==> config.mk <==
export PLATFORM = sky130hd
export DESIGN_NAME = sdio_host_top
export DESIGN_NICKNAME = d
export VERILOG_FILES = /design/src/sdio_pkg.sv /design/src/sdio_cmd_if.sv /design/src/sdio_resp_if.sv /design/src/sdio_sck_generator.sv /design/src/sdio_crc7.sv /design/src/sdio_cmd_tx.sv /design/src/sdio_resp_rx.sv /design/src/sdio_cmd_ctrl.sv /design/src/sdio_host_top.sv
export SDC_FILE = /design/constraint.sdc
export NUM_CORES = 1
export LEC_CHECK = 0
export BUFFER_PORTS_ARGS = -buffer_cell sky130_fd_sc_hd__clkbuf_2
export CORE_UTILIZATION = 35
export DETAILED_ROUTE_END_ITERATION = 6
export GPL_TIMING_DRIVEN = 0
export PLACE_DENSITY_LB_ADDON = 0.2
export SLEW_MARGIN = 5
export SYNTH_ARGS = -nofsm -noshare
export SYNTH_HDL_FRONTEND = slang
export SYNTH_SLANG_ARGS = --single-unit
export TNS_END_PERCENT = 10
==> constraint.sdc <==
create_clock -name clk -period 5.71 [get_ports clk]
set_input_delay 1.142 -clock clk [delete_from_list [all_inputs] [get_ports clk]]
set_output_delay 1.142 -clock clk [all_outputs]
set_load 0.05 [all_outputs]
==> src/sdio_pkg.sv <==
// sdio host command path shared definitions
// frame sizes, timeout limit, counter widths and controller states
`default_nettype none

package sdio_pkg;

	// divider
	localparam int div_cnt_width = 10; // width of the ratio (period - 1)

	// frame layout
	localparam int cmd_frame_len = 48; // command and short response
	localparam int cmd_index_width = 6;
	localparam int cmd_arg_width = 32;
	localparam int crc7_width = 7;

	// strobes to wait for a response start bit
	localparam int resp_timeout_ticks = 64;

	// counter types
	typedef logic [$clog2(cmd_frame_len + 1)-1:0] frame_cnt_t; // 0..48
	typedef logic [$clog2(resp_timeout_ticks)-1:0] timeout_cnt_t; // 0..63

	// command sequencer
	typedef enum logic [1:0]
	{
		ctrl_idle,
		ctrl_send,
		ctrl_wait_resp,
		ctrl_done
	} ctrl_state_t;

endpackage

`default_nettype wire

==> src/sdio_cmd_if.sv <==
// command request path, sequencer to transmitter
`timescale 1ns/1ps
`default_nettype none

interface sdio_cmd_if;

	logic cmd_start; // one clk, only while tx idle
	logic [sdio_pkg::cmd_index_width-1:0] cmd_index; // held until cmd_sent
	logic [sdio_pkg::cmd_arg_width-1:0] cmd_arg;
	logic cmd_sent; // one clk after the frame is out

	modport ctrl
	(
		output cmd_start, cmd_index, cmd_arg,
		input cmd_sent
	);

	modport tx
	(
		input cmd_start, cmd_index, cmd_arg,
		output cmd_sent
	);

endinterface

`default_nettype wire

==> src/sdio_resp_if.sv <==
// response path, arm from the sequencer and results from the receiver
`timescale 1ns/1ps
`default_nettype none

interface sdio_resp_if;

	logic resp_arm; // start hunting for a start bit
	logic resp_valid; // one clk, fields below valid with it
	logic [sdio_pkg::cmd_index_width-1:0] resp_index;
	logic [sdio_pkg::cmd_arg_width-1:0] resp_arg;
	logic resp_crc_err; // crc7 mismatch or bad end bit
	logic resp_timeout; // no start bit in time

	// exactly one of resp_valid / resp_timeout per arm

	modport ctrl
	(
		output resp_arm,
		input resp_valid, resp_index, resp_arg, resp_crc_err, resp_timeout
	);

	modport rx
	(
		input resp_arm,
		output resp_valid, resp_index, resp_arg, resp_crc_err, resp_timeout
	);

endinterface

`default_nettype wire

==> src/sdio_sck_generator.sv <==
// sdio clock generator, integer divide with shadowed ratio and enable
// ddr output stage plus sample / update strobes
`timescale 1ns/1ps
`default_nettype none

module sdio_sck_generator (
	input wire clk,
	input wire resetn,
	input wire en_sdio_clk, // run request, low stops the clock
	input wire [sdio_pkg::div_cnt_width-1:0] div_rate, // period - 1
	input wire div_cnt_en, // divider enable, shadowed
	output logic sdio_in_sample, // one clk after the rising-edge position
	output logic sdio_out_upd, // one clk after wrap
	output logic sdio_clk
);

	logic en_shadow; // enable as used by the counter
	logic [sdio_pkg::div_cnt_width-1:0] rate_shadow; // ratio as used by the counter
	logic [sdio_pkg::div_cnt_width-1:0] div_cnt;
	logic [sdio_pkg::div_cnt_width-1:0] half_rate; // last low count
	logic [sdio_pkg::div_cnt_width-1:0] rise_pos; // count where sdio_clk goes high
	logic clk_off;
	logic cnt_wrap;
	logic shadow_load;
	logic hi_phase_d; // value for the clk-high half
	logic lo_phase_d; // value for the clk-low half
	logic hi_q;
	logic lo_q;

	assign clk_off = ~en_sdio_clk | ~en_shadow;
	assign cnt_wrap = div_cnt == rate_shadow;
	assign shadow_load = clk_off | cnt_wrap; // period boundary or stopped

	assign half_rate = {1'b0, rate_shadow[sdio_pkg::div_cnt_width-1:1]};
	// odd period count: rise is one count later, half cycle fixed by lo phase
	assign rise_pos = half_rate + {{(sdio_pkg::div_cnt_width-1){1'b0}}, rate_shadow[0]};

	assign hi_phase_d = ~clk_off & (div_cnt > half_rate);
	// even ratio (odd period) gets the extra half cycle in the low half
	assign lo_phase_d = ~clk_off & ((div_cnt > half_rate) |
		((div_cnt == half_rate) & ~rate_shadow[0]));

	always_ff @(posedge clk or negedge resetn)
	begin
		if (~resetn)
			en_shadow <= 1'b0;
		else if (shadow_load)
			en_shadow <= div_cnt_en;
	end

	always_ff @(posedge clk)
	begin
		if (shadow_load)
			rate_shadow <= div_rate; // takes effect next period
	end

	always_ff @(posedge clk or negedge resetn)
	begin
		if (~resetn)
			div_cnt <= '0;
		else if (shadow_load)
			div_cnt <= '0; // wrap, or held while stopped
		else
			div_cnt <= div_cnt + 1'b1;
	end

	// ddr stage
	// each flop loads while the other one is on the pin, so no mux glitch
	always_ff @(negedge clk or negedge resetn)
	begin
		if (~resetn)
			hi_q <= 1'b0;
		else
			hi_q <= hi_phase_d; // shown from the next rising clk
	end

	always_ff @(posedge clk or negedge resetn)
	begin
		if (~resetn)
			lo_q <= 1'b0;
		else
			lo_q <= lo_phase_d; // shown from the next falling clk
	end

	assign sdio_clk = clk ? hi_q : lo_q;

	// strobes
	always_ff @(posedge clk or negedge resetn)
	begin
		if (~resetn)
		begin
			sdio_out_upd <= 1'b0;
			sdio_in_sample <= 1'b0;
		end
		else
		begin
			sdio_out_upd <= ~clk_off & cnt_wrap;
			sdio_in_sample <= ~clk_off & (div_cnt == rise_pos);
		end
	end

endmodule

`default_nettype wire

==> src/sdio_crc7.sv <==
// serial crc7 for sdio, polynomial x^7 + x^3 + 1
`timescale 1ns/1ps
`default_nettype none

module sdio_crc7 (
	input wire clk,
	input wire resetn,
	input wire crc_clr, // frame start
	input wire crc_shift, // one per covered bit
	input wire crc_bit,
	output logic [sdio_pkg::crc7_width-1:0] crc
);

	logic fb;

	assign fb = crc_bit ^ crc[sdio_pkg::crc7_width-1];

	always_ff @(posedge clk or negedge resetn)
	begin
		if (~resetn)
			crc <= '0;
		else if (crc_clr)
			crc <= '0; // clear wins over shift
		else if (crc_shift)
			crc <= {crc[5:3], crc[2] ^ fb, crc[1:0], fb}; // taps at x^3 and x^0
	end

endmodule

`default_nettype wire

==> src/sdio_cmd_tx.sv <==
// command transmitter, shifts a 48-bit frame with crc7 out on update strobes
`timescale 1ns/1ps
`default_nettype none

module sdio_cmd_tx (
	input wire clk,
	input wire resetn,
	input wire sdio_out_upd,
	sdio_cmd_if.tx cmd,
	output logic sdio_cmd_o,
	output logic sdio_cmd_oe
);

	logic active; // frame loaded, not yet released
	sdio_pkg::frame_cnt_t bit_cnt; // bits still to drive
	logic [sdio_pkg::cmd_frame_len-1:0] shreg;
	logic [sdio_pkg::cmd_frame_len-1:0] sh_next;
	logic [sdio_pkg::crc7_width-1:0] crc;
	logic tx_bit;
	logic load;
	logic drive; // a bit goes out this strobe
	logic crc_slot; // next bit is the crc msb
	logic crc_shift;

	assign load = ~active & cmd.cmd_start;
	assign drive = active & sdio_out_upd & (bit_cnt != '0);
	assign crc_slot = bit_cnt == sdio_pkg::frame_cnt_t'(sdio_pkg::crc7_width + 1);
	assign crc_shift = drive & (bit_cnt > sdio_pkg::frame_cnt_t'(sdio_pkg::crc7_width + 1));

	// after 40 covered bits the crc and end bit replace the low byte
	always_comb
	begin
		tx_bit = shreg[sdio_pkg::cmd_frame_len-1];
		sh_next = {shreg[sdio_pkg::cmd_frame_len-2:0], 1'b0};
		if (crc_slot)
		begin
			tx_bit = crc[sdio_pkg::crc7_width-1];
			sh_next = {crc[sdio_pkg::crc7_width-2:0], 1'b1,
				{(sdio_pkg::cmd_frame_len - sdio_pkg::crc7_width){1'b0}}};
		end
	end

	sdio_crc7 crc_gen_i (
		.clk(clk),
		.resetn(resetn),
		.crc_clr(load),
		.crc_shift(crc_shift),
		.crc_bit(tx_bit),
		.crc(crc)
	);

	always_ff @(posedge clk)
	begin
		if (load) // start, host direction, index, arg, crc slot, end
			shreg <= {1'b0, 1'b1, cmd.cmd_index, cmd.cmd_arg,
				{sdio_pkg::crc7_width{1'b0}}, 1'b1};
		else if (drive)
			shreg <= sh_next;
	end

	always_ff @(posedge clk or negedge resetn)
	begin
		if (~resetn)
		begin
			active <= 1'b0;
			bit_cnt <= '0;
			sdio_cmd_o <= 1'b1; // line idles high
			sdio_cmd_oe <= 1'b0;
			cmd.cmd_sent <= 1'b0;
		end
		else
		begin
			cmd.cmd_sent <= 1'b0;
			if (load)
			begin
				active <= 1'b1;
				bit_cnt <= sdio_pkg::frame_cnt_t'(sdio_pkg::cmd_frame_len);
			end
			else if (drive)
			begin
				sdio_cmd_o <= tx_bit;
				sdio_cmd_oe <= 1'b1;
				bit_cnt <= bit_cnt - 1'b1;
			end
			else if (active & sdio_out_upd) // strobe after the end bit
			begin
				sdio_cmd_o <= 1'b1;
				sdio_cmd_oe <= 1'b0;
				active <= 1'b0;
				cmd.cmd_sent <= 1'b1;
			end
		end
	end

endmodule

`default_nettype wire

==> src/sdio_resp_rx.sv <==
// response receiver, start bit hunt with timeout, 48-bit collect, crc7 check
`timescale 1ns/1ps
`default_nettype none

module sdio_resp_rx (
	input wire clk,
	input wire resetn,
	input wire sdio_in_sample,
	input wire sdio_cmd_i,
	sdio_resp_if.rx resp
);

	typedef enum logic [1:0]
	{
		rx_idle,
		rx_hunt, // armed, waiting for a zero
		rx_collect,
		rx_check // results on the interface for one clk
	} rx_state_t;

	rx_state_t state;
	sdio_pkg::timeout_cnt_t wait_cnt; // strobes without a start bit
	sdio_pkg::frame_cnt_t bit_cnt; // bits taken, start bit included
	logic [sdio_pkg::cmd_frame_len-1:0] shreg;
	logic [sdio_pkg::crc7_width-1:0] crc;
	logic start_seen;
	logic take_bit;
	logic crc_shift;

	assign start_seen = (state == rx_hunt) & sdio_in_sample & ~sdio_cmd_i;
	assign take_bit = start_seen | ((state == rx_collect) & sdio_in_sample);
	// crc covers start bit through argument, first 40 bits
	assign crc_shift = start_seen | ((state == rx_collect) & sdio_in_sample &
		(bit_cnt < sdio_pkg::frame_cnt_t'(sdio_pkg::cmd_frame_len - sdio_pkg::crc7_width - 1)));

	sdio_crc7 crc_chk_i (
		.clk(clk),
		.resetn(resetn),
		.crc_clr(resp.resp_arm),
		.crc_shift(crc_shift),
		.crc_bit(sdio_cmd_i),
		.crc(crc)
	);

	always_ff @(posedge clk)
	begin
		if (take_bit)
			shreg <= {shreg[sdio_pkg::cmd_frame_len-2:0], sdio_cmd_i}; // msb first
	end

	// field extraction, frame fully in shreg during rx_check
	assign resp.resp_valid = state == rx_check;
	assign resp.resp_index = shreg[sdio_pkg::cmd_frame_len-3 -: sdio_pkg::cmd_index_width];
	assign resp.resp_arg = shreg[sdio_pkg::crc7_width+1 +: sdio_pkg::cmd_arg_width];
	assign resp.resp_crc_err = (shreg[sdio_pkg::crc7_width:1] != crc) | ~shreg[0];

	always_ff @(posedge clk or negedge resetn)
	begin
		if (~resetn)
		begin
			state <= rx_idle;
			wait_cnt <= '0;
			bit_cnt <= '0;
			resp.resp_timeout <= 1'b0;
		end
		else
		begin
			resp.resp_timeout <= 1'b0;
			if (resp.resp_arm)
			begin
				state <= rx_hunt;
				wait_cnt <= '0;
			end
			else
			begin
				case (state)
					rx_hunt:
						if (start_seen)
						begin
							state <= rx_collect;
							bit_cnt <= sdio_pkg::frame_cnt_t'(1);
						end
						else if (sdio_in_sample)
						begin
							if (wait_cnt == sdio_pkg::timeout_cnt_t'(sdio_pkg::resp_timeout_ticks - 1))
							begin
								state <= rx_idle; // give up
								resp.resp_timeout <= 1'b1;
							end
							else
								wait_cnt <= wait_cnt + 1'b1;
						end
					rx_collect:
						if (sdio_in_sample)
						begin
							bit_cnt <= bit_cnt + 1'b1;
							if (bit_cnt == sdio_pkg::frame_cnt_t'(sdio_pkg::cmd_frame_len - 1))
								state <= rx_check; // last bit lands now
						end
					rx_check:
						state <= rx_idle;
					default:
						state <= rx_idle;
				endcase
			end
		end
	end

endmodule

`default_nettype wire

==> src/sdio_cmd_ctrl.sv <==
// command sequencer, one command plus optional response, holds the results
`timescale 1ns/1ps
`default_nettype none

module sdio_cmd_ctrl (
	input wire clk,
	input wire resetn,
	input wire cmd_start, // ignored while busy
	input wire [sdio_pkg::cmd_index_width-1:0] cmd_index,
	input wire [sdio_pkg::cmd_arg_width-1:0] cmd_arg,
	input wire resp_expected,
	sdio_cmd_if.ctrl cmd,
	sdio_resp_if.ctrl resp,
	output logic busy,
	output logic cmd_done,
	output logic [sdio_pkg::cmd_index_width-1:0] resp_index_o,
	output logic [sdio_pkg::cmd_arg_width-1:0] resp_arg_o,
	output logic resp_crc_err_o,
	output logic resp_timeout_o
);

	sdio_pkg::ctrl_state_t state;
	logic resp_exp_q; // captured with the request
	logic accept;
	logic resp_take;

	assign accept = (state == sdio_pkg::ctrl_idle) & cmd_start;
	assign resp_take = (state == sdio_pkg::ctrl_wait_resp) & resp.resp_valid;

	assign busy = state != sdio_pkg::ctrl_idle;
	assign cmd_done = state == sdio_pkg::ctrl_done; // single clk

	// request and response payload
	always_ff @(posedge clk)
	begin
		if (accept)
		begin
			cmd.cmd_index <= cmd_index; // stable until cmd_sent
			cmd.cmd_arg <= cmd_arg;
		end
		if (resp_take)
		begin
			resp_index_o <= resp.resp_index;
			resp_arg_o <= resp.resp_arg;
		end
	end

	always_ff @(posedge clk or negedge resetn)
	begin
		if (~resetn)
		begin
			state <= sdio_pkg::ctrl_idle;
			resp_exp_q <= 1'b0;
			cmd.cmd_start <= 1'b0;
			resp.resp_arm <= 1'b0;
			resp_crc_err_o <= 1'b0;
			resp_timeout_o <= 1'b0;
		end
		else
		begin
			cmd.cmd_start <= 1'b0;
			resp.resp_arm <= 1'b0;
			case (state)
				sdio_pkg::ctrl_idle:
					if (accept)
					begin
						state <= sdio_pkg::ctrl_send;
						resp_exp_q <= resp_expected;
						cmd.cmd_start <= 1'b1;
						resp_crc_err_o <= 1'b0; // old flags dropped
						resp_timeout_o <= 1'b0;
					end
				sdio_pkg::ctrl_send:
					if (cmd.cmd_sent)
					begin
						if (resp_exp_q)
						begin
							state <= sdio_pkg::ctrl_wait_resp;
							resp.resp_arm <= 1'b1;
						end
						else
							state <= sdio_pkg::ctrl_done;
					end
				sdio_pkg::ctrl_wait_resp:
					if (resp.resp_valid)
					begin
						resp_crc_err_o <= resp.resp_crc_err;
						state <= sdio_pkg::ctrl_done;
					end
					else if (resp.resp_timeout)
					begin
						resp_timeout_o <= 1'b1;
						state <= sdio_pkg::ctrl_done;
					end
				sdio_pkg::ctrl_done:
					state <= sdio_pkg::ctrl_idle;
				default:
					state <= sdio_pkg::ctrl_idle;
			endcase
		end
	end

endmodule

`default_nettype wire

==> src/sdio_host_top.sv <==
// sdio host command path top, clock generator, tx, rx and sequencer
`timescale 1ns/1ps
`default_nettype none

module sdio_host_top (
	input wire clk,
	input wire resetn,
	input wire en_sdio_clk,
	input wire [sdio_pkg::div_cnt_width-1:0] div_rate,
	input wire div_cnt_en,
	input wire cmd_start,
	input wire [sdio_pkg::cmd_index_width-1:0] cmd_index,
	input wire [sdio_pkg::cmd_arg_width-1:0] cmd_arg,
	input wire resp_expected,
	output wire busy,
	output wire cmd_done,
	output wire [sdio_pkg::cmd_index_width-1:0] resp_index,
	output wire [sdio_pkg::cmd_arg_width-1:0] resp_arg,
	output wire resp_crc_err,
	output wire resp_timeout,
	output wire sdio_clk,
	output wire sdio_cmd_o, // pad tristate lives on the board
	output wire sdio_cmd_oe,
	input wire sdio_cmd_i
);

	wire sdio_in_sample;
	wire sdio_out_upd;

	sdio_cmd_if cmd_bus ();
	sdio_resp_if resp_bus ();

	sdio_sck_generator sck_gen_i (
		.clk(clk),
		.resetn(resetn),
		.en_sdio_clk(en_sdio_clk),
		.div_rate(div_rate),
		.div_cnt_en(div_cnt_en),
		.sdio_in_sample(sdio_in_sample),
		.sdio_out_upd(sdio_out_upd),
		.sdio_clk(sdio_clk)
	);

	sdio_cmd_tx cmd_tx_i (
		.clk(clk),
		.resetn(resetn),
		.sdio_out_upd(sdio_out_upd),
		.cmd(cmd_bus.tx),
		.sdio_cmd_o(sdio_cmd_o),
		.sdio_cmd_oe(sdio_cmd_oe)
	);

	sdio_resp_rx resp_rx_i (
		.clk(clk),
		.resetn(resetn),
		.sdio_in_sample(sdio_in_sample),
		.sdio_cmd_i(sdio_cmd_i),
		.resp(resp_bus.rx)
	);

	sdio_cmd_ctrl cmd_ctrl_i (
		.clk(clk),
		.resetn(resetn),
		.cmd_start(cmd_start),
		.cmd_index(cmd_index),
		.cmd_arg(cmd_arg),
		.resp_expected(resp_expected),
		.cmd(cmd_bus.ctrl),
		.resp(resp_bus.ctrl),
		.busy(busy),
		.cmd_done(cmd_done),
		.resp_index_o(resp_index),
		.resp_arg_o(resp_arg),
		.resp_crc_err_o(resp_crc_err),
		.resp_timeout_o(resp_timeout)
	);

endmodule

`default_nettype wire

==> results by group, run 1 <==
Detailed routing
  – Final antenna-violating net count: 0
  – Drc violations: 0
  – Pre-Repair DR Iteration Count: 4
  – DR vias: 5,613
  – Detailed Route Iter0 Violations: 325
  – Routed vias/inst: 4.83
  – WL/cell: 14.8 um
  – Routed wire length: 17,200 um

Place
  – Pre-CTS setup slack: 0.932 ns
  – DP Cell Count: 1,108
  – Dpl hpwl: 11,300 um
  – Routability cong.: 0.734
  – Input/output buffers: 99

Finish
  – Share of layout cells above drive strength 1: 21.7%
  – Non-Filler Instances: 1,162
  – Post-layout util: 43.1%
  – Area grow syn2layout: 20.9%
  – Fin nets: 878

Die
  – # IOs: 100
  – Core area: 0.0270 mm^2
  – Die area: 0.0281 mm^2
  – Cell Rows: 60
  – Die Width: 168 um
  – Initial core utilization: 35.7%
  – Height of the die: 168 um

Pwr
  – Worst vdd ir: 254 uV
  – Power, Total: 0.00417 W
  – Ratio of total power to cell area: 359 mW/mm^2
  – Static leakage: 4.61 nW

Clocking
  – Clk pin slew, worst setup/hold paths: 0.06 ns
  – CTS tree: yes
  – Hold buffers post-CTS: 0
  – Resized cells post-CTS: 0
  – Post-CTS Setup Repair Bufs: 0
  – Worst-Skew Late Latency: 0.66 ns

Timing
  – Final Hold Fails: 0
  – RSZ-0062 raised after global routing: no
  – Slew HR: 41.4%
  – Total Neg Setup Slack: 0 ns
  – Max-slew violations: 0
  – Worst setup margin: 0.232 ns
  – Slew @ Worst Pin: 0.879 ns
  – Worst-case clock skew: 0.0197 ns
  – Final setup fails: 0

Synthesis
  – Net Count, Synth: 744
  – Post-synth EDFFs: 170
  – Cells after Synth: 665
  – Synth top area share: 53.1%
  – Async SR Flop Fraction: 25.3%
  – Synth Flop Type: edfxtp_1
  – Mapped Area: 0.00961 mm^2
  – Total of warnings raised by yosys: 0
  – Seq/Total Area, Yosys: 71.1%
  – Largest cells by area after synthesis: edfxtp_1 (53%), dfrtp_1 (15%), a22o_1 (3.9%)
  – Synth cell types: 57
  – Avg Cell Area, Syn: 14.5 um^2
  – Flops & latches, synth: 241
  – Yosys top cell by area: edfxtp_1

Critical path
  – WP data required: 4.57 ns
  – Critical path fanouts, max: 1
  – CP startpoint kind: flop
  – CP peak stage delay: 0.32 ns
  – Crit path arrival time: 4.34 ns
  – CP Capture Type: output pin
  – CP Cell Sequence: mux2_2 > clkbuf_2
  – Critical path class: flop to output pin
  – Slowest cell on crit path: dfrtn_1
  – Setup crit start: sck_gen_i.hi_q
  – Worst r2r src: sck_gen_i.rate_shadow[4]

Global route
  – Largest net degree at the start of global routing: 51
  – GR Overflow Total: 0
  – GRT Total Usage: 12.5%
  – Initial antenna violation count: 0
  – Vias in the first global route: 5,473
  – First-pass GRT wire length: 28,100 um

Worst hold path
  – HP Class: input port to async pin

Run status
  – Outcome: finished clean

Job
  – Number of max-cap violations: 0
-- flip-flops by register name, indices dropped and copies added (netlist names), 2 cells and up --
signal                    cells
cmd_ctrl_i.cmd.cmd_index      6
cmd_ctrl_i.cmd.cmd_arg       32
cmd_ctrl_i.resp_arg_o        32
cmd_ctrl_i.state              2
cmd_ctrl_i.resp_index_o       6
resp_rx_i.wait_cnt            6
cmd_tx_i.shreg               48
sck_gen_i.div_cnt            10
resp_rx_i.state               2
sck_gen_i.rate_shadow        10
cmd_tx_i.crc_gen_i.crc        7
cmd_tx_i.bit_cnt              6
resp_rx_i.crc_chk_i.crc       7
resp_rx_i.bit_cnt             6
resp_rx_i.shreg              46
-- critical path, delay by kind of cell (launching register included) --
| family | cells | cell delay (ns) |
|---|---|---|
| flops | 1 | 0.32 |
| mux | 1 | 0.27 |
| buf+inv | 1 | 0.24 |
-- metal layers --
layer | track usage [%] | wire length [um] | vias to the layer above
met3 | 3.03 | 897 | 24
met2 | 18.4 | 7440 | 133
met5 | 0 | 0 | -
met1 | 17.9 | 8590 | 2722
met4 | 4.35 | 284 | 0
li1 | - | - | 2734
-- area by class of cell --
type	count	area, um^2
flip-flops and latches	241	6830
inverters	26	103
repair buffers	101	561
fillers	2453	15300
well taps	341	427
clock inverters	22	253
multi-input cells	371	2550
plain buffers	27	133
diodes	1	2.50
clock buffers	32	759
-- logic make-up (layout without fill, tap and decap cells) --
family | Yosys count | in the layout | synth area share (%)
DFF | 241 | 241 | 71.1
and+or+nand+nor | 167 | 167 | 8.71
buffers and inverters | 53 | 208 | 2.45
AOI/OAI and AO/OA | 119 | 119 | 8.86
muxes | 13 | 13 | 1.41
xor gates and xnor gates | 48 | 48 | 4.37
other | 0 | 1 | 0
adders and majority gates | 24 | 24 | 3.12
-- power by group --
part	total (W)	internal, W	leakage [nW]	switching, W
Combinational	0.000268	0.000100	1.66	0.000168
Clock	0.00190	0.00115	0.492	0.000744
Sequential	0.00200	0.00196	2.45	0.0000459
Total	0.00417	0.00321	4.61	0.000957
-- final timing paths --
| path | slack (ns) | endpoint | cells past startpoint |
|---|---|---|---|
| max | 0.23 | sdio_clk | 2 |
| min | 0.37 | cmd_tx_i.crc_gen_i.crc[2] | 1 |
| max reg2reg | 1.22 | sck_gen_i.hi_q | 8 |
| min reg2reg | 0.42 | cmd_ctrl_i.resp_index_o[5] | 0 |
| max in group asynchronous | 2.08 | sck_gen_i.hi_q | 2 |
| min in group clk | 0.42 | cmd_ctrl_i.resp_index_o[5] | 0 |
-- cell usage in the layout, fill, tap and decap left out, types with 4 or more instances in the layout --
cell	instances
clkbuf_2	99
mux2_2	4
dfxtp_1	10
buf_2	6
nand3_1	21
mux2i_1	9
clkbuf_16	30
o21ai_1	4
clkinv_1	4
a22o_1	43
edfxtp_1	170
nor2b_1	5
nor2_1	34
inv_1	24
xnor2_1	23
o31ai_1	4
dfrtp_1	59
bufinv_16	4
a21oi_1	13
nand4_1	13
ha_1	24
nand2_1	54
nor3_1	5
and3_1	6
xor2_1	25
nor4_1	4
a31oi_1	4
o21ai_0	27
a21o_1	4
clkinvlp_4	4
clkinv_4	4
clkbuf_1	16
buf_4	4
-- synth_stat cells, types with 13 or more instances --
cell type  number
nand3_1        21
xor2_1         25
xnor2_1        23
a22o_1         43
dfrtp_1        59
o21ai_0        27
a21oi_1        13
clkbuf_1       15
inv_1          25
nor2_1         34
edfxtp_1      170
nand4_1        13
ha_1           24
nand2_1        54
-- per-stage QoR --
step / area [um^2] / hold slack [ns]
finish: 11600 / 0.371
global route: 11600 / 0.354
CTS: 11600 / 0.350
detailed placement: 10600 / 0.405
global placement: 10500 / 0.401
floorplan: 9610 / 0.400
(Power assumes the default switching activity.)
==> run 2, diff against run 1 <==
CORE_ASPECT_RATIO = 0.6   (was unset)
==> results by group, run 2 (synthesis gave the netlist of run 1 again) <==
Run status
  – Outcome: finished clean

Die
  – # IOs: 100
  – Cell Rows: 46
  – Core area: 0.0267 mm^2
  – Die area: 0.0282 mm^2
  – Initial core utilization: 36.0%
  – Die Width: 216 um
  – Height of the die: 130 um

Global route
  – GR Overflow Total: 0
  – Vias in the first global route: 5,289
  – First-pass GRT wire length: 28,800 um
  – Initial antenna violation count: 0
  – Largest net degree at the start of global routing: 41
  – GRT Total Usage: 13.0%

Timing
  – Total Neg Setup Slack: 0 ns
  – Worst-case clock skew: 0.0257 ns
  – Slew @ Worst Pin: 0.833 ns
  – RSZ-0062 raised after global routing: no
  – Slew HR: 44.4%
  – Final setup fails: 0
  – Final Hold Fails: 0
  – Max-slew violations: 0

Clocking
  – Worst-Skew Late Latency: 0.66 ns
  – CTS tree: yes
  – Clk pin slew, worst setup/hold paths: 0.06 ns
  – Hold buffers post-CTS: 0
  – Post-CTS Setup Repair Bufs: 0
  – Resized cells post-CTS: 0

Finish
  – Design Area, Final: 0.0115 mm^2
  – Share of layout cells above drive strength 1: 20.9%
  – Most frequent cells in the layout: edfxtp_1 (170), clkbuf_2 (99), dfrtp_1 (59)
  – Post-layout util: 43.2%
  – Reg with most FFs: cmd_tx_i.shreg
  – Fin nets: 876
  – Most common cell after layout, fill and taps aside: edfxtp_1
  – Area grow syn2layout: 20.0%
  – Max reg flops: 48
  – Top Registers: cmd_tx_i.shreg: 48 flops, resp_rx_i.shreg: 46 flops
  – ANT cells: 0

Critical path
  – Critical path class: flop to output pin
  – CP Capture Type: output pin
  – WP data required: 4.57 ns
  – CP startpoint kind: flop
  – Crit path arrival time: 4.32 ns
  – Critical path fanouts, max: 1

Pwr
  – Clock power share: 42.8%
  – Worst vdd ir: 207 uV
  – Comb pwr share: 6.7%
  – Static leakage: 4.55 nW
  – Sw power: 0.000881 W
  – Ratio of total power to cell area: 345 mW/mm^2
  – Switching Fraction: 22.2%
  – Flop pwr share: 50.4%
  – Internal power: 0.00310 W

Place
  – Routability cong.: 0.800
  – Dpl hpwl: 12,200 um
  – Input/output buffers: 99
  – Area after DPL: 0.0107 mm^2

Detailed routing
  – Routed vias/inst: 4.69
  – Pre-Repair DR Iteration Count: 4
  – Detailed Route Iter0 Violations: 337
  – WL/cell: 15.5 um
  – Drc violations: 0
  – DR vias: 5,515
  – Final antenna-violating net count: 0
  – Routed wire length: 18,200 um

Job
  – Number of max-cap violations: 0

Worst hold path
  – HP Class: flop to flop
-- run 2: cell count changes in the layout (fill, tap and decap cells not counted), sizes merged --
cell | previous run | this run
bufinv | 4 | 3
diode | 1 | 0
buf | 14 | 15
inv | 29 | 25
clkbuf | 146 | 148
clkinvlp | 4 | 3
clkinv | 11 | 9
-- run 2: final timing paths --
| kind | slack, ns | endpoint | startpoint | depth (start not counted) |
|---|---|---|---|---|
| setup / recovery | 0.25 | sdio_clk | sck_gen_i.hi_q | 2 |
| hold / removal | 0.43 | cmd_ctrl_i.resp_index_o[5] | resp_rx_i.shreg[45] | 0 |
| setup reg to reg | 1.18 | sck_gen_i.hi_q | sck_gen_i.rate_shadow[4] | 8 |
| hold reg to reg | 0.43 | cmd_ctrl_i.resp_index_o[5] | resp_rx_i.shreg[45] | 0 |
| max in group asynchronous | 2.23 | sck_gen_i.hi_q | resetn | 1 |
| min in group asynchronous | 0.45 | sck_gen_i.lo_q | resetn | 1 |
-- run 2: worst max-delay path: stages (launching register included) --
cell      delay [ns]
dfrtn_1         0.32
mux2_2          0.25
clkbuf_2        0.23
-- run 2: routing by layer --
metal,routed length [um],GRT usage (%)
met5,0,0
met4,347,4.47
met3,953,3.08
met2,6980,16.7
met1,9960,20.8
-- run 2: area by class of cell --
class	instances	area (um^2)
buffer	27	133
clock buffer	34	734
clock inverter	14	149
fill	2470	15200
inverter	26	103
multi-input combinational	371	2550
sequential	241	6830
tap	360	450
timing repair buffer	102	581
-- run 2: through the flow --
| step | total power [W] | hold WS, ns | worst slack [ns] | std cells |
|---|---|---|---|---|
| 2_1_floorplan | 0.00221 | 0.400 | 1.03 | 665 |
| 3_3_place_gp | 0.00230 | 0.408 | 0.220 | 1124 |
| 3_5_place_dp | 0.00232 | 0.421 | 0.928 | 1128 |
| 4_1_cts | 0.00404 | 0.434 | 0.220 | 1175 |
| 5_1_grt | 0.00415 | 0.451 | 0.193 | 1175 |
| 6_report | 0.00398 | 0.434 | 0.248 | 1175 |
-- run 2: power groups by stage --
stage / Clock [W] / Sequential (W) / Combinational, W
3_5_place_dp: 0.00000222 / 0.00204 / 0.000273
2_1_floorplan: 0.00000220 / 0.00203 / 0.000179
5_1_grt: 0.00184 / 0.00201 / 0.000303
4_1_cts: 0.00176 / 0.00200 / 0.000274
6_report: 0.00170 / 0.00200 / 0.000268
3_3_place_gp: 0.00000222 / 0.00204 / 0.000257
